===== src/common/exu_pkg.sv =====
package exu_pkg;

    localparam int xlen  = 64;
    localparam int tag_w = 4;

    typedef enum logic [1:0] {
        unit_alu,
        unit_mul,
        unit_div
    } exu_unit_e;

    typedef enum logic [4:0] {
        op_add,
        op_sub,
        op_sll,
        op_srl,
        op_sra,
        op_and,
        op_or,
        op_xor,
        op_slt,
        op_sltu,
        op_beq,
        op_bne,
        op_blt,
        op_bge,
        op_bltu,
        op_bgeu,
        op_mul,   // low 64 bits only
        op_div,
        op_divu,
        op_rem,
        op_remu
    } exu_op_e;

    typedef struct packed {
        exu_unit_e        unit;   // target unit
        exu_op_e          op;
        logic             word;   // 32-bit op, sign-extended result
        logic [xlen-1:0]  src1;
        logic [xlen-1:0]  src2;
        logic [tag_w-1:0] tag;
    } exu_issue_t;

    typedef struct packed {
        logic [tag_w-1:0] tag;
        logic [xlen-1:0]  data;
        logic             flag;   // branch taken
    } exu_result_t;

endpackage


===== src/verilog/exu_writeback.sv =====
module exu_writeback (
    input  logic                 alu_valid,
    input  exu_pkg::exu_result_t alu_res,
    input  logic                 mul_valid,
    input  exu_pkg::exu_result_t mul_res,
    input  logic                 div_valid,
    input  exu_pkg::exu_result_t div_res,
    input  logic                 div_busy,
    input  logic                 alu_stalled,
    output logic                 alu_grant,
    output logic                 mul_grant,
    output logic                 div_grant,
    output logic                 issue_ready,
    output logic                 result_valid,
    output exu_pkg::exu_result_t result
);

    // fixed priority, divider first
    assign div_grant = div_valid;
    assign mul_grant = mul_valid && !div_valid;
    assign alu_grant = alu_valid && !div_valid && !mul_valid;

    assign result_valid = alu_valid || mul_valid || div_valid;

    always_comb begin
        if (div_valid) begin
            result = div_res;
        end else if (mul_valid) begin
            result = mul_res;
        end else begin
            result = alu_res;   // don't care when nothing is valid
        end
    end

    // divider running or holding, or an ALU result waiting for the bus
    assign issue_ready = !div_busy && !div_valid && !alu_stalled;

endmodule

===== config.mk =====
export PLATFORM = sky130hd
export DESIGN_NAME = exu_writeback
export DESIGN_NICKNAME = d
export VERILOG_FILES = /design/src/common/exu_pkg.sv /design/src/verilog/exu_writeback.sv
export SDC_FILE = /design/constraint.sdc
export NUM_CORES = 1
export LEC_CHECK = 0
export BUFFER_PORTS_ARGS = -buffer_cell sky130_fd_sc_hd__buf_2
export CAP_MARGIN = 20
export CORE_AREA = 2 2 110 112
export DETAILED_ROUTE_END_ITERATION = 7
export DIE_AREA = 0 0 112 114
export GPL_TIMING_DRIVEN = 0
export MAX_ROUTING_LAYER = met4
export PLACE_DENSITY_LB_ADDON = 0.08
export SYNTH_ARGS = -nofsm -noshare
export SYNTH_HDL_FRONTEND = slang
export SYNTH_SLANG_ARGS = --single-unit

===== constraint.sdc =====
create_clock -name vclk -period 0.9
set_input_delay 0.09 -clock vclk [all_inputs]
set_output_delay 0.09 -clock vclk [all_outputs]
set_load 0.1 [all_outputs]

==> results.py, run 1 <==
metrics = {
    "global_routing": {
        "grt_max_degree": 11,
        "antenna_found_initial": 0,
        "grt_overflow": 0,
        "grt_pass1_wl_mm": 15.8,
        "track_usage_pct": 15.5,
        "grt_pass1_vias": 3155,
    },
    "critical_path": {
        "cp_cell_sequence": "buf_16 > clkbuf_16 > mux2i_4 > o21ai_4 > buf_12",
        "worst_ep_arrival_time_ns": 0.97,
        "critPathRequiredTime_ns": 0.81,
        "slowest_stage": "mux2i_4",
        "worst_path_largest_cell_delay_ns": 0.19,
        "endpoint_kind": "primary output",
        "worstSetupPathType": "input port to primary output",
        "startpoint_type": "input port",
        "crit_fanout": 7,
    },
    "cells_and_area": {
        "final_nets": 743,
        "seq_cells": 0,
        "drive_gt1_share_pct": 87.0,
        "multi_input_area_um2": 2940,
        "clock_buffers": 0,
        "ff_latch_area_um2": 0,
        "fillers": 1007,
        "diodes": 0,
        "area_growth_pct": 295,
        "final_cells": 676,
    },
    "timing": {
        "period_share_pct": 118,
        "setup_viol": 70,
        "hold_slack_ns": 0.527,
        "worst_slack_ns": -0.160,
        "final_max_slew_viol_count": 0,
        "fin_crit_ns": 1.06,
        "max_freq_mhz": 943,
        "final-hold-violation-count": 0,
        "worst_pin_slew_ns": 0.500,
        "rsz0062_at_grt": "yes",
        "slew_headroom_pct": 66.9,
        "setup-tns-final_ns": -7.84,
    },
    "power_and_ir_drop": {
        "seq_power_share_pct": 0,
        "p_per_area_nw_per_um2": 944,
        "netSwitchingPower_w": 0.00347,
        "power_frac_comb_pct": 100.0,
        "p_clk_share_pct": 0,
        "power.leakage_nw": 2.59,
        "swShare_pct": 59.2,
        "peakVddDrop_mv": 0.555,
        "internal-power_w": 0.00239,
    },
    "synth": {
        "post_synth.cell_area_avg_um2": 6.68,
        "synth.yosys.warnings": 0,
        "synth_area_um2": 1570,
        "syn_nets": 447,
        "yosys.cell_types.count": 14,
        "yosysSeqAreaShare_pct": 0,
        "synth_cells": 235,
    },
    "route": {
        "finalWirelength_mm": 10.6,
        "post_drt_wl_per_cell_um": 15.7,
        "first_iter_violations": 39,
        "vias": 2921,
        "drc": 0,
        "detail_route.vias_per_cell": 4.32,
        "drt_first_pass_iters": 4,
        "drtAntennaViolNets": 0,
    },
    "die": {
        "core_um2": 11700,
        "io-pin-count": 286,
        "fp.dieW_um": 112,
        "die_height_um": 114,
        "die_area_um2": 12800,
        "start_util_pct": 13.4,
        "rows": 40,
    },
    "worst_hold_path": {
        "hp-class": "input port to primary output",
    },
    "status": {
        "outcome": "complete, but fails checks",
        "violations": "setup timing",
    },
    "run": {
        "drv_cap": 0,
    },
    "cts": {
        "cts_hold_buf": 0,
    },
    "placed_design": {
        "gp_congestion": 0.772,
        "dp_cells": 666,
        "hpwl_mm": 7.69,
        "port_buffers": 284,
    },
}
[logic make-up after synthesis]
| kind of cell | synth area share, % |
|---|---|
| muxes | 44.0 |
| AOI/OAI and AO/OA | 24.4 |
| and+or+nand+nor | 18.1 |
| buffers and inverters | 13.5 |
[cell usage in the layout, fill, tap and decap left out, types with 5 or more instances in the layout]
master,netlist,routed
clkbuf_16,0,6
mux2i_2,0,6
clkbuf_4,0,7
nand2_1,69,69
buf_16,0,11
mux2i_4,0,63
buf_4,3,5
buf_12,2,71
o21ai_4,0,69
buf_2,6,215
[final timing paths]
kind,startpoint,to,cells after the start
worst min-delay path,div_valid,mul_grant,3
worst max-delay path,mul_valid,result[35],5
[what timing repair did]
item | CTS | global route
pin swaps | 2 | 12
endpoints found under the setup margin | 73 | 72
setup buffers | 0 | 1
resized for setup | 393 | 47
gates cloned | 3 | 6
endpoints found under the hold margin | 0 | 0
[metrics by stage]
stage | setup slack (ns) | total power (W) | util [%] | cell area (µm²)
floorplan | -0.384 | 0.00327 | - | 2380
global placement | -0.451 | 0.00407 | 34.1 | 3990
detailed placement | -0.448 | 0.00409 | 34.1 | 3990
CTS | -0.155 | 0.00558 | 49.2 | 5760
global route | -0.177 | 0.00605 | 53.0 | 6210
finish | -0.160 | 0.00586 | 53.0 | 6210
[per-layer routing]
layer	part of all wire (%)	wire (µm)	up-vias	GRT usage, %
met5	0	0	-	-
met4	1.6	172	0	1.79
met3	6.6	705	12	1.81
met2	57	6100	161	31.4
met1	34	3660	1317	16.6
li1	-	-	1431	-
[cell usage after synthesis]
master | n | share of area [%]
buf_6 | 2 | 1.4
nor3_1 | 1 | 0.32
buf_8 | 5 | 4.8
nand2_1 | 69 | 16
clkbuf_1 | 6 | 1.4
nor3b_1 | 1 | 0.48
o21ai_2 | 10 | 5.6
nor2b_1 | 1 | 0.40
buf_12 | 2 | 2.5
mux2i_1 | 69 | 44
or3_1 | 1 | 0.40
buf_4 | 3 | 1.4
buf_2 | 6 | 1.9
o21ai_1 | 59 | 19
[power groups by stage]
stage               Combinational (W)  Clock, W  Sequential [W]
finish                        0.00586         0               0
global route                  0.00605         0               0
CTS                           0.00558         0               0
detailed placement            0.00409         0               0
global placement              0.00407         0               0
floorplan                     0.00327         0               0
[final cells by class]
type,instances,area share (%)
multi-input cells,211,47.4
repair buffers,294,44.0
plain buffers,24,5.64
well taps,147,2.96
[critical path: cells and delay by family]
| family | cells | cell delay [ns] |
|---|---|---|
| buf+inv | 3 | 0.51 |
| mux | 1 | 0.19 |
| compound gates | 1 | 0.17 |
Note: power is estimated with default switching activity, not from simulation.
==> inputs of run 2 (changes only) <==
--- a/config.mk
+++ b/config.mk
@@ -13,6 +13,7 @@
 export GPL_TIMING_DRIVEN = 0
 export MAX_ROUTING_LAYER = met4
 export PLACE_DENSITY_LB_ADDON = 0.08
+export REMOVE_ABC_BUFFERS = 1
 export SYNTH_ARGS = -nofsm -noshare
 export SYNTH_HDL_FRONTEND = slang
 export SYNTH_SLANG_ARGS = --single-unit
==> results.py, run 2 (synthesis gave the netlist of run 1 again) <==
metrics = {
    "power_and_ir_drop": {
        "p_per_area_nw_per_um2": 998,
        "power.leakage_nw": 2.53,
        "peakVddDrop_mv": 0.573,
    },
    "run": {
        "drv_cap": 0,
    },
    "route": {
        "wl_met1_mm": 4.43,
        "detail_route.vias_per_cell": 4.37,
        "vias": 2938,
        "finalWirelength_mm": 11.7,
        "post_drt_wl_per_cell_um": 17.5,
        "met3WireLength_um": 790,
        "wl_met2_mm": 6.46,
        "drc": 0,
        "drt_first_pass_iters": 4,
        "routed.top_layer": "met4",
        "first_iter_violations": 108,
        "drtAntennaViolNets": 0,
    },
    "status": {
        "violations": "setup timing",
        "outcome": "complete, but fails checks",
    },
    "die": {
        "core_um2": 11700,
        "die_area_um2": 12800,
        "rows": 40,
        "start_util_pct": 13.4,
        "fp.dieW_um": 112,
        "io-pin-count": 286,
        "die_height_um": 114,
    },
    "critical_path": {
        "endpoint_kind": "primary output",
        "critPathRequiredTime_ns": 0.81,
        "worst_ep_arrival_time_ns": 1.00,
        "worstSetupPathType": "input port to primary output",
        "startpoint_type": "input port",
        "crit_path_end": "result[20]",
        "startpoint": "mul_valid",
        "crit_fanout": 8,
    },
    "timing": {
        "setup_viol": 38,
        "worst_pin_slew_ns": 0.269,
        "fin_crit_ns": 1.09,
        "rsz0062_at_grt": "yes",
        "period_share_pct": 121,
        "slew_headroom_pct": 81.6,
        "final_max_slew_viol_count": 0,
        "max_freq_mhz": 919,
        "final-hold-violation-count": 0,
        "worst_slack_ns": -0.188,
    },
    "placed_design": {
        "port_buffers": 286,
        "placed_cell_area_um2": 3030,
        "pre_cts_slack_ns": -0.891,
        "gp_congestion": 0.765,
        "hpwl_mm": 6.29,
    },
    "cells_and_area": {
        "clock_buffers": 0,
        "ff_latch_area_um2": 0,
        "layout_common_cells": "210 x buf_2, 60 x nand2_1, 50 x mux2i_1, 48 x buf_12, 29 x buf_6",
        "final_nets": 739,
        "final_common_cell": "buf_2",
        "fin_util_pct": 43.2,
        "drive_gt1_share_pct": 74.1,
        "seq_cells": 0,
        "fin_area_um2": 5060,
        "diodes": 0,
        "area_growth_pct": 222,
    },
    "global_routing": {
        "track_usage_pct": 17.1,
        "antenna_found_initial": 0,
        "grt_overflow": 0,
        "grt_pass1_vias": 3172,
        "grt_max_degree": 35,
        "grt_pass1_wl_mm": 16.8,
    },
    "cts": {
        "cts_hold_buf": 0,
    },
    "worst_hold_path": {
        "hp-class": "input port to primary output",
    },
}
-- run 2: how the worst min path moves through the flow --
stage | from | endpoint | cells after the start
floorplan | div_valid | div_grant | 0
global route | alu_stalled | issue_ready | 3
detailed placement | div_busy | issue_ready | 3
finish | alu_stalled | issue_ready | 3
CTS | alu_stalled | issue_ready | 3
global placement | alu_stalled | issue_ready | 3
-- run 2: final cells by class --
cell class / instances / area (µm²)
fillers: 1148 / 6650
repair buffers: 314 / 3020
multi-input cells: 211 / 1860
well taps: 147 / 184
-- run 2: metal layers --
metal,global-route usage (%),vias up
met1,18.0,1345
met2,35.2,162
met4,1.06,0
met5,-,-
li1,-,1425
met3,2.44,6
-- run 2: timing repair --
item	in CTS	in global routing
hold endpoints to repair	0	0
cloned	18	3
pin swaps	10	10
setup buffers	5	2
gates resized for setup	310	60
setup endpoints to repair	74	72
-- run 2: power breakdown --
group          internal, W  total (W)  leakage (nW)  switching (W)
Clock                    0          0             0              0
Sequential               0          0             0              0
Combinational      0.00191    0.00505          2.53        0.00314
-- run 2: metrics by stage --
stage	TNS, ns	hold WS [ns]	total power [W]	std cells
finish	-3.40	0.481	0.00505	672
detailed placement	-59.42	0.569	0.00348	646
CTS	-4.89	0.487	0.00482	669
floorplan	-48.65	0.180	0.00251	211
global route	-4.70	0.494	0.00522	672
global placement	-130.81	0.565	0.00347	644
-- run 2: worst max-delay path: stages --
cell and delay [ns]:
buf_16 0.14, buf_16 0.16, mux2i_1 0.13, o21ai_1 0.20
buf_6 0.26
