File: config.mk
export PLATFORM = sky130hd
export DESIGN_NAME = exu_div
export DESIGN_NICKNAME = d
export VERILOG_FILES = /design/src/common/exu_pkg.sv /design/src/muldiv/exu_div.sv
export SDC_FILE = /design/constraint.sdc
export NUM_CORES = 1
export LEC_CHECK = 0
export ABC_AREA = 1
export BUFFER_PORTS_ARGS = -buffer_cell sky130_fd_sc_hd__buf_4
export CAP_MARGIN = 5
export CORE_ASPECT_RATIO = 1.75
export CORE_MARGIN = 10
export CORE_UTILIZATION = 63
export DETAILED_ROUTE_END_ITERATION = 10
export GPL_TIMING_DRIVEN = 0
export PLACE_DENSITY = 0.94
export SLEW_MARGIN = 10
export SYNTH_ARGS = -nofsm -noshare
export SYNTH_HDL_FRONTEND = slang
export SYNTH_SLANG_ARGS = --single-unit
File: constraint.sdc
create_clock -name clk -period 7.55 [get_ports clk]
set_input_delay 1.51 -clock clk [delete_from_list [all_inputs] [get_ports clk]]
set_output_delay 1.51 -clock clk [all_outputs]
set_load 0.005 [all_outputs]
File: src/common/exu_pkg.sv
package exu_pkg;

    localparam int xlen  = 64;
    localparam int tag_w = 4;

    typedef enum logic [1:0] {
        unit_alu,
        unit_mul,
        unit_div
    } exu_unit_e;

    typedef enum logic [4:0] {
        op_add,
        op_sub,
        op_sll,
        op_srl,
        op_sra,
        op_and,
        op_or,
        op_xor,
        op_slt,
        op_sltu,
        op_beq,
        op_bne,
        op_blt,
        op_bge,
        op_bltu,
        op_bgeu,
        op_mul,   // low 64 bits only
        op_div,
        op_divu,
        op_rem,
        op_remu
    } exu_op_e;

    typedef struct packed {
        exu_unit_e        unit;   // target unit
        exu_op_e          op;
        logic             word;   // 32-bit op, sign-extended result
        logic [xlen-1:0]  src1;
        logic [xlen-1:0]  src2;
        logic [tag_w-1:0] tag;
    } exu_issue_t;

    typedef struct packed {
        logic [tag_w-1:0] tag;
        logic [xlen-1:0]  data;
        logic             flag;   // branch taken
    } exu_result_t;

endpackage

File: src/muldiv/exu_div.sv
module exu_div (
    input  logic                 clk,
    input  logic                 rst_n,
    input  logic                 issue_valid,
    input  exu_pkg::exu_issue_t  issue,
    output logic                 hold_valid,
    output exu_pkg::exu_result_t hold,
    output logic                 busy,
    input  logic                 grant
);

    typedef enum logic [2:0] {
        idle,
        prep,
        iter,
        fix,
        done
    } div_state_e;

    div_state_e                state;
    logic                      accept;
    logic                      signed_in;
    logic [exu_pkg::xlen-1:0]  a_ext;
    logic [exu_pkg::xlen-1:0]  b_ext;
    logic [5:0]                cnt;
    logic [exu_pkg::xlen-1:0]  a_q;     // extended dividend, kept for x/0
    logic [exu_pkg::xlen-1:0]  dvs;
    logic [exu_pkg::xlen-1:0]  quo;
    logic [exu_pkg::xlen-1:0]  rem;
    logic                      is_signed;
    logic                      is_rem;
    logic                      word;
    logic                      div_zero;
    logic                      neg_q;
    logic                      neg_r;
    logic [exu_pkg::tag_w-1:0] tag_q;
    logic [exu_pkg::xlen:0]    shifted;
    logic [exu_pkg::xlen:0]    trial;
    logic                      take;
    logic [exu_pkg::xlen-1:0]  q_fin;
    logic [exu_pkg::xlen-1:0]  r_fin;
    logic [exu_pkg::xlen-1:0]  res_fin;

    assign accept    = issue_valid && (issue.unit == exu_pkg::unit_div) && (state == idle);
    assign signed_in = (issue.op == exu_pkg::op_div) || (issue.op == exu_pkg::op_rem);

    always_comb begin
        if (!issue.word) begin
            a_ext = issue.src1;
            b_ext = issue.src2;
        end else if (signed_in) begin
            a_ext = {{32{issue.src1[31]}}, issue.src1[31:0]};
            b_ext = {{32{issue.src2[31]}}, issue.src2[31:0]};
        end else begin
            a_ext = {32'd0, issue.src1[31:0]};
            b_ext = {32'd0, issue.src2[31:0]};
        end
    end

    // one restoring step
    assign shifted = {rem, quo[exu_pkg::xlen-1]};
    assign trial   = shifted - {1'b0, dvs};
    assign take    = !trial[exu_pkg::xlen];

    // overflow (min / -1) falls out of the magnitude path unchanged
    assign q_fin   = div_zero ? '1 : (neg_q ? -quo : quo);
    assign r_fin   = div_zero ? a_q : (neg_r ? -rem : rem);
    assign res_fin = is_rem ? r_fin : q_fin;

    always_ff @(posedge clk or negedge rst_n) begin
        if (!rst_n) begin
            state <= idle;
            cnt   <= '0;
        end else begin
            case (state)
                idle: if (accept) state <= prep;
                prep: begin
                    state <= iter;
                    cnt   <= '0;
                end
                iter: begin
                    cnt <= cnt + 6'd1;
                    if (cnt == 6'd63) state <= fix;
                end
                fix:  state <= done;
                done: if (grant) state <= idle;
                default: state <= idle;
            endcase
        end
    end

    always_ff @(posedge clk) begin
        case (state)
            idle: begin
                if (accept) begin
                    a_q       <= a_ext;
                    dvs       <= b_ext;
                    is_signed <= signed_in;
                    is_rem    <= (issue.op == exu_pkg::op_rem) || (issue.op == exu_pkg::op_remu);
                    word      <= issue.word;
                    tag_q     <= issue.tag;
                end
            end
            prep: begin
                quo      <= (is_signed && a_q[63]) ? -a_q : a_q;   // magnitudes
                dvs      <= (is_signed && dvs[63]) ? -dvs : dvs;
                rem      <= '0;
                div_zero <= (dvs == '0);
                neg_q    <= is_signed && (a_q[63] ^ dvs[63]);
                neg_r    <= is_signed && a_q[63];
            end
            iter: begin
                quo <= {quo[exu_pkg::xlen-2:0], take};
                rem <= take ? trial[exu_pkg::xlen-1:0] : shifted[exu_pkg::xlen-1:0];
            end
            fix: begin
                hold.tag  <= tag_q;
                hold.data <= word ? {{32{res_fin[31]}}, res_fin[31:0]} : res_fin;
                hold.flag <= 1'b0;
            end
            default: ;
        endcase
    end

    assign busy       = (state != idle);
    assign hold_valid = (state == done);

endmodule

==> results of run 1 <==
==> synthesized netlist by cell type (all sizes together) (14+ instances only) <==
| master | number |
|---|---|
| a21oi | 158 |
| a31oi | 15 |
| buf | 48 |
| clkbuf | 82 |
| edfxtp | 334 |
| ha | 69 |
| inv | 661 |
| nand2 | 1713 |
| nand3 | 401 |
| nand4 | 78 |
| nor2 | 749 |
| nor3 | 61 |
| o21ai | 230 |
| o221ai | 15 |
| or2 | 14 |
| xnor2 | 19 |
| xor2 | 91 |
==> layer usage <==
layer | track usage (%) | overflow
met5 | 12.1 | 0
met4 | 51.9 | 49
met3 | 34.8 | 3
met2 | 70.5 | 64
met1 | 48.7 | 1
==> metrics by stage <==
stage          worst slack (ps)  utilization [%]  TNS [ps]  area, um2  hold slack, ps
3_3_place_gp               -179             68.4    -20600      32600             400
4_1_cts                    3700             71.1         0      33900             420
2_1_floorplan              1820                -         0      30200             400
3_5_place_dp               3710             68.8         0      32800             405
==> kinds of logic after synthesis <==
group / Yosys count
adder cells (fa/ha/maj): 70
AND/OR/NAND/NOR: 3037
other: 1
XOR/XNOR: 110
AO/OA/AOI/OAI: 452
flip-flops: 343
buffers and inverters: 796
==> results.md, run 1 <==
* Dominant cell type by area after synthesis: edfxtp_1
* Outcome: stopped before the end
* Post-Synthesis Cell Area at 30200 um2
* Syn_nets at roughly 5000
* IO buf count at roughly 210
* Largest net degree at the start of global routing at 70
* Initial core utilization at 63.5%
* Setup Fix Bufs, Post-CTS at 0
* Gpl congestion at between 1 and 1.5
* Placed cell count at roughly 5600
* First-pass GRT wire length at ~220000 um
* Synth Area in Compound Gates at under 10%
* Log Error: [ERROR GRT-0116] Global routing finished with congestion. Check the congestion regions in the DRC Viewer.
* Vias in the first global route at between 30000 and 40000
* Largest family of logic cells by synthesized area: simple AND/OR/NAND/NOR gates
* Post-synthesis mux area share at 0%
* # IOs at roughly 220
* Post-CTS Resized at 0
* Post-Syn Instances at 4809
* GRT Util Overall at 51.5%
* Post-synthesis xor/xnor area fraction at ~3.2%
* Dpl hpwl at 98200 um
* Die X at between 150 and 200 um
* Synth unique cells at 59
* Post-Synth Simple-Gate Area at around two fifths
* Grt ovf at roughly 120
* Row count at about 110
* Clk buf depth at 3
* Synth top area share at roughly 33%
* Fail Step: 5_1_grt
* Sequential cell area fraction in the yosys report at between 30% and 40%
* CTS Hold Buffers Added at 0
* Die H at approximately 310 um
* Synth Area in Adders at 2.92%
* H-tree lvl count at 2
* Root buf cell: clkbuf_16
* Top post-synthesis cells by area: edfxtp_1, nand2_1, nor2_1
* Async set-reset flop share out of synthesis at between 2 and 3%
* Mapped Avg Cell Area at 6.28 um2
* EDFF count, synth at 334
* Post-synth top flop: edfxtp_1
* Synthesized flop and latch total at approximately 340
* Total CTS buffers at 35
* CTS Sinks at approximately 340
* Yosys warnings at 0
==> run 2, diff against run 1 <==
Settings changed: CORE_ASPECT_RATIO 1.75 to default, CORE_UTILIZATION 63 to 40, PLACE_DENSITY 0.94 to default, PLACE_DENSITY_LB_ADDON from default to 0.15.
==> run 2 against run 1 <==
The run now ends clean. Synthesized cell count unchanged. Area after synthesis is the same.
==> results.md, run 2 <==
* Yosys warnings at 0 (unchanged)
* Total die area at 86900 um2
* Most frequent cells in the layout: nand2_1, nor2_1, inv_1
* Slew HR at between 20% and 30%
* CTS Sinks at 343 (unchanged)
* Max-cap violations at 0
* Dominant cell type by area after synthesis: edfxtp_1 (unchanged)
* Fillers at around 8000
* Leading cell type in the layout, fill and taps excluded: nand2_1
* Post-DRT Antenna Nets at 0
* Grt ovf at 0
* EDFF count, synth at 334 (unchanged)
* Row count at 100 (was 106)
* Routed wire per std cell at approximately 24 um
* Syn_nets at 5023 (unchanged)
* Synth top area share at 33.2% (unchanged)
* GRT Util Overall at 32.8%
* Core box area at between 70000 and 80000 um2
* IO buf count at 213 (unchanged)
* WP data required at between 7000 and 8000 ps
* Crit Path Max Fanout at 5
* Arrival @ worst endpoint at 4230 ps
* Clock Skews at 35.1 ps
* Crit path kind: flop to flop
* Vias per cell at about 5.6
* Gpl congestion at 1.06 (was 1.47)
* Worst setup SP type: flop
* Die H at 295 um (was 310 um)
* Async set-reset flop share out of synthesis at 2.62% (unchanged)
* Fin cells at between 6000 and 7000
* Total power at approximately 0.014 W
* Clock-pin slew on the worst setup and hold paths at roughly 60 ps
* DRC Markers at 0
* Max reg flops at between 60 and 70
* Reg2reg setup slack at about 3700 ps
* Fmax at 0.263 GHz
* Nets at roughly 5300
* Post-Syn Instances at 4809 (unchanged)
* Crit. End Element: flop
* Initial antenna violation count at 13
* Setup Fix Bufs, Post-CTS at 0 (unchanged)
* Worst-Margin Slew at around 1200 ps
* Root buf cell: clkbuf_16 (unchanged)
* H-tree lvl count at 2 (unchanged)
* Setup-failing EPs final at 0
* Mapped Avg Cell Area at 6.28 um2 (unchanged)
* Top post-synthesis cells by area: edfxtp_1, nand2_1, nor2_1 (unchanged)
* Sequential cell area fraction in the yosys report at 33.9% (unchanged)
* Post-synth top flop: edfxtp_1 (unchanged)
* Tightest Hold Check Type: flop to flop
* Crit share post-route at between 50% and 60%
* Slew Viols, Final at 0
* Placed cell area at 33300 um2 (was 32800 um2)
* Dpl hpwl at 124000 um (was 98200 um)
* Via count at around 34000
* Post-CTS Resized at 0 (unchanged)
* Tmin final at between 3000 and 4000 ps
* TritonCTS clock tree: done
* Clk buf depth at 3 (unchanged)
* Placed cell count at 6005 (was 5627)
* Biggest register: hold
* Hold Fails Final Rpt at 0
* Iter 0 DRT Violations at between 4000 and 5000
* Die X at 295 um (was 186 um)
* P&R area growth vs syn at 14.6%
* Total CTS buffers at 41 (was 35)
* Max VDD drop at between 0.2 and 0.25 mV
* Final antenna diode count at 0
* Hold WS at between 400 and 500 ps
* Drt pass-1 iters at 7
* Synth unique cells at 59 (unchanged)
* Most common cell in the synthesized netlist: nand2_1 (unchanged)
* Largest net degree at the start of global routing at 63
* First-pass GRT wire length at 209000 um
* Outcome: finished, final reports clean (was stopped before the end)
* Total Wirelength at 147000 um
* Initial core utilization at 40.5% (was 63.5%)
* Share of cells above drive strength 1 at a little under 8%
* Clock latency on the worst-skew pair at ~600 ps
* PwrDens at between 300 and 400 nW/um2
* Post-Route Setup TNS at 0 ps
* RSZ-0062 raised after global routing: false
* CTS Hold Buffers Added at 0 (unchanged)
* Synth cell count leaders: nand2_1, nor2_1, inv_1 (unchanged)
* Vias in the first global route at 30800
* # IOs at 215 (unchanged)
* Post-Synthesis Cell Area at 30200 um2 (unchanged)
* Leak pwr at 16.3 nW
* Final Cell Area at between 30000 and 40000 um2
* Synthesized flop and latch total at 343 (unchanged)
==> run 2: cell counts after synthesis <==
No cell type changed its count.
==> run 2: path summary, 6_finish.rpt <==
| path | cells after the start | end | from |
|---|---|---|---|
| max reg2reg | 7 | quo[63] | a_q[30] |
| min reg2reg | 0 | hold[65] | tag_q[0] |
| min | 0 | hold[65] | tag_q[0] |
| min in group asynchronous | 1 | state[2] | rst_n |
| max in group asynchronous | 1 | cnt[1] | rst_n |
| max | 7 | quo[63] | a_q[30] |
==> run 2: routing by layer <==
layer	vias up	global-route usage (%)	share of wire, %
li1	15900	-	-
met1	15900	47.9	46
met2	1724	48.2	41
met3	239	6.41	10
met4	6	9.14	3.1
met5	-	0	0.028
==> run 2: worst max-delay path: stages (launching register included) <==
cell	delay [ps]
edfxtp_1	610
nor2_1	460
nand2_1	310
nor3_1	1000
nand3_1	360
o21ai_0	580
nand3_1	180
o21ai_0	120
==> run 2: final cells by class <==
cell class / count / area (um2) / share of cell area [%]
multi-input combinational: 3670 / 16900 / 48.7
clock buffer: 51 / 1090 / 3.16
sequential: 343 / 10300 / 29.6
buffer: 130 / 637 / 1.84
tap: 969 / 1210 / 3.50
clock inverter: 23 / 231 / 0.669
timing repair buffer: 227 / 1830 / 5.29
inverter: 666 / 2500 / 7.22
==> run 2: cell families after synthesis <==
group                    Yosys count  share of synthesized area (%)
AO/OA/AOI/OAI                    452                           8.15
XOR/XNOR                         110                           3.19
adder cells (fa/ha/maj)           70                           2.92
buffers and inverters            796                           10.4
flip-flops                       343                           33.9
other                              1                         0.0124
AND/OR/NAND/NOR                 3037                           41.4
==> run 2: metrics by stage <==
| step | setup WS [ps] | util, % |
|---|---|---|
| 2_1_floorplan | 1820 | - |
| 3_3_place_gp | -1350 | 44.2 |
| 3_5_place_dp | 3870 | 44.6 |
| 4_1_cts | 3860 | 46.3 |
| 5_1_grt | 3730 | 46.3 |
| 6_report | 3750 | 46.3 |
==> run 2: power breakdown <==
group | internal [W] | switching (W)
Combinational | 0.00231 | 0.00555
Clock | 0.00114 | 0.000888
Sequential | 0.00298 | 0.000845
Power figures use the tool's default switching activity.
==> run 3, diff against run 2 <==
Settings changed: ABC_AREA 1 to 0.
Clock period 7.55 ns to 3.4 ns, I/O delays scaled along.
==> run 3 against run 2 <==
The flow now finishes with violations (setup timing). Sequential power is 96% higher. Critical endpoint is now rem[19]. Worst setup slack worse by 4100 ps. Utilization is 5.9 points higher. Register-to-register slack worse by 4100 ps. Non-clock buffer count is 141 higher. Highest routed layer is now met4. Total power is 80% higher. Synthesized cell count is 45% lower. Area after synthesis is 20% lower. Die area is 19% lower. Flip-flop and latch count stayed put.
==> results.md, run 3 <==
* Outcome: complete, but fails checks (was finished, final reports clean)
* Failing checks: setup timing
* Clk buf depth at 3 (unchanged)
* Worst setup SP type: flop (unchanged)
* DRC Markers at 0 (unchanged)
* Clock Skews at 26.1 ps (was 35.1 ps)
* Depth of the worst hold-timing path at 1 (was 0)
* Terminus of the critical flop-to-flop path: rem[19] (was quo[63])
* Crit path kind: flop to flop (unchanged)
* Register area at 10300 um2 (unchanged)
* Critical R2R Launch: dvs[25] (was a_q[30])
* Die H at 265 um (was 295 um)
* Synth cell count leaders: edfxtp_1, nand2_1, nor2_1 (was nand2_1, nor2_1, inv_1)
* Core box area at 59200 um2 (was 74700 um2)
* Biggest register: hold (unchanged)
* Die X at 265 um (was 295 um)
* Post-synth top flop: edfxtp_1 (unchanged)
* Largest stage delay, worst path at 510 ps (was 1000 ps)
* Clock-pin slew on the worst setup and hold paths at 60 ps (about the same)
* RSZ-0062 raised after global routing: true (was false)
* Routed wire per std cell at 23.5 um (was 24.3 um)
* Hold Fails Final Rpt at 0 (unchanged)
* Slew Viols, Final at 0 (unchanged)
* Hold_sp: issue[74] (was tag_q[0])
* Synthesized flop and latch total at 343 (unchanged)
* Most frequent cells in the layout: buf_4, edfxtp_1, nor2_1 (was nand2_1, nor2_1, inv_1)
* Fillers at 5423 (was 8122)
* Reg2reg setup slack at -320 ps (was 3750 ps)
* TritonCTS clock tree: done (unchanged)
* Setup-failing EPs final at 81 (was 0)
* Grt ovf at 0 (unchanged)
* Sequential cell area fraction in the yosys report at 42.6% (was 33.9%)
* GRT Util Overall at 24.2% (was 32.8%)
* Initial antenna violation count at 1 (was 13)
* Tightest Hold Check Type: input pin to flop (was flop to flop)
* Tmin final at 3720 ps (was 3800 ps)
* P&R area growth vs syn at 28.7% (was 14.6%)
* Clock latency on the worst-skew pair at 590 ps (was 600 ps)
* Dpl hpwl at 67100 um (was 124000 um)
* CTS Sinks at 343 (unchanged)
* EDFF count, synth at 334 (unchanged)
* Vias per cell at 5.72 (was 5.56)
* Multi-input gate area at 14200 um2 (was 16900 um2)
* Drt pass-1 iters at 5 (was 7)
* Crit share post-route at 110% (was 50.3%)
* Root buf cell: clkbuf_16 (unchanged)
* Iter 0 DRT Violations at 1857 (was 4411)
* Leading cell type in the layout, fill and taps excluded: buf_4 (was nand2_1)
* Max-cap violations at 0 (unchanged)
* Max VDD drop at 0.504 mV (was 0.215 mV)
* Hold endpoint: a_q[6] (was hold[65])
* Synth unique cells at 87 (was 59)
* First-pass GRT wire length at 132000 um (was 209000 um)
* Total Wirelength at 89900 um (was 147000 um)
* R2R depth at 14 (was 7)
* Syn_nets at 2840 (was 5023)
* Initial core utilization at 40.6% (was 40.5%)
* Slew HR at 23.1% (was 21.8%)
* Final antenna diode count at 0 (unchanged)
* PwrDens at 798 nW/um2 (was 396 nW/um2)
* Total CTS buffers at 42 (was 41)
* WP data required at 3700 ps (was 7980 ps)
* Synth top area share at 41.7% (was 33.2%)
* Via count at 21900 (was 33800)
* Crit Path Max Fanout at 7 (was 5)
* Hold WS at 260 ps (was 417 ps)
* H-tree lvl count at 2 (unchanged)
* Arrival @ worst endpoint at 4020 ps (was 4230 ps)
* Slowest-stage cell, CP: a2111o_1 (was nor3_1)
* Max reg flops at 68 (unchanged)
* Mapped Avg Cell Area at 9.16 um2 (was 6.28 um2)
* IO buf count at 213 (unchanged)
* Crit. End Element: flop (unchanged)
* Top post-synthesis cells by area: edfxtp_1, xnor2_1, o21ai_0 (was edfxtp_1, nand2_1, nor2_1)
* Post-DRT Antenna Nets at 0 (unchanged)
* Utilization after layout at 52.3% (was 46.3%)
* Fmax at 0.269 GHz (was 0.263 GHz)
* Worst-Margin Slew at 1150 ps (was 1160 ps)
* Worst setup margin at -323 ps (was 3750 ps)
* Largest net degree at the start of global routing at 57 (was 63)
* Row count at 89 (was 100)
* Share of cells above drive strength 1 at 24.4% (was 7.87%)
* Total die area at 70300 um2 (was 86900 um2)
* Post-Syn Instances at 2626 (was 4809)
* Dominant cell type by area after synthesis: edfxtp_1 (unchanged)
* Post-Synthesis Cell Area at 24000 um2 (was 30200 um2)
* Vias in the first global route at 21500 (was 30800)
* Gpl congestion at 0.955 (was 1.06)
* Most common cell in the synthesized netlist: edfxtp_1 (was nand2_1)
* Async set-reset flop share out of synthesis at 2.62% (unchanged)
* Leak pwr at 11.6 nW (was 16.3 nW)
* # IOs at 215 (unchanged)
* CP cell instances: inv_2 > ha_2 > a21oi_2 > o21ai_0 > a21oi_1 > nor3_1 > o311a_1 > a2111o_1 > a2111oi_2 > and4b_2 > buf_12 > buf_12 > mux2i_2 > nor2_1 (was nor2_1 > nand2_1 > nor3_1 > nand3_1 > o21ai_0 > nand3_1 > o21ai_0)
* Most used cell along the critical path: buf_12
* Yosys warnings at 0 (unchanged)
* Nets at 3243 (was 5293)
==> run 3: cell count changes after synthesis, moves of 29 or more <==
cell,previous run,this run
nand2_1,1697,265
inv_1,652,138
nor2_1,726,254
nand3_1,397,35
xnor2_1,19,194
mux2i_1,0,57
o31ai_1,4,52
nand4_1,78,32
or3_1,0,46
nand2b_1,0,42
o22a_1,0,29
==> run 3: cell families (layout without fill, tap and decap cells) <==
| group | after synthesis | in the layout | share of synthesized area, % |
|---|---|---|---|
| AND/OR/NAND/NOR | 885 | 885 | 17.7 |
| AO/OA/AOI/OAI | 693 | 693 | 18.2 |
| flip-flops | 343 | 343 | 42.6 |
| XOR/XNOR | 296 | 296 | 10.8 |
| buffers and inverters | 279 | 712 | 4.51 |
| adder cells (fa/ha/maj) | 70 | 70 | 3.67 |
| multiplexers | 59 | 59 | 2.47 |
| other | 1 | 1 | 0.0156 |
==> run 3: worst max path at each step <==
| stage | start | to |
|---|---|---|
| 6_report | dvs[25] | rem[19] |
| 5_1_grt | dvs[25] | rem[19] |
| 4_1_cts | quo[63] | rem[19] |
| 3_5_place_dp | quo[63] | rem[19] |
| 3_3_place_gp | state[0] | quo[19] |
| 2_1_floorplan | rem[22] | rem[57] |
==> run 3: metrics by stage <==
stage | total power [W] | instances | setup slack (ps) | TNS (ps) | cell area [um2]
2_1_floorplan | 0.0144 | 2626 | -57.1 | -2320 | 24100
3_3_place_gp | 0.0176 | 3612 | -1710 | -401700 | 26700
3_5_place_dp | 0.0177 | 3622 | -1210 | -90190 | 26900
4_1_cts | 0.0232 | 3757 | -343 | -19930 | 29400
5_1_grt | 0.0261 | 3832 | -398 | -26190 | 31000
6_report | 0.0247 | 3832 | -323 | -18600 | 31000
==> run 3: critical path: cells and delay by family, from the launching register on <==
family,cells,cell delay [ps]
AO/OA/AOI/OAI,6,1690
AND/OR/NAND/NOR,3,440
buffers and inverters,3,420
adder cells (fa/ha/maj),1,310
multiplexers,1,170
flip-flops,1,390
==> run 3: power by group <==
| group | internal, W | total [W] | switching (W) |
|---|---|---|---|
| Sequential | 0.00618 | 0.00749 | 0.00131 |
| Clock | 0.00248 | 0.00435 | 0.00187 |
| Combinational | 0.00552 | 0.0129 | 0.00735 |
==> run 3: area by class of cell <==
| cell class | count | area share [%] |
|---|---|---|
| plain buffers | 116 | 1.94 |
| clock buffers | 56 | 3.63 |
| clock inverters | 18 | 0.529 |
| inverters | 139 | 1.70 |
| multi-input cells | 2004 | 45.8 |
| flip-flops and latches | 343 | 33.1 |
| well taps | 773 | 3.12 |
| repair buffers | 382 | 10.2 |
| repair inverters | 1 | 0.0162 |
==> run 3: what timing repair did <==
| item | in CTS | in global routing |
|---|---|---|
| endpoints found under the hold margin | 9 | 0 |
| hold buffers | 1 | 0 |
| setup endpoints to repair | 152 | 143 |
| buffers inserted | 73 | 78 |
| cloned | 5 | 3 |
| resized for setup | 169 | 207 |
| pin swaps | 48 | 67 |
==> run 3: routing by layer <==
metal	part of all wire (%)	wire, um	GRT usage (%)	vias to the layer above
li1	-	-	-	10300
met3	6.7	6040	3.32	168
met4	3.1	2820	6.99	0
met1	44	39200	32.9	10600
met5	0	0	0	-
met2	46	41800	39.8	848
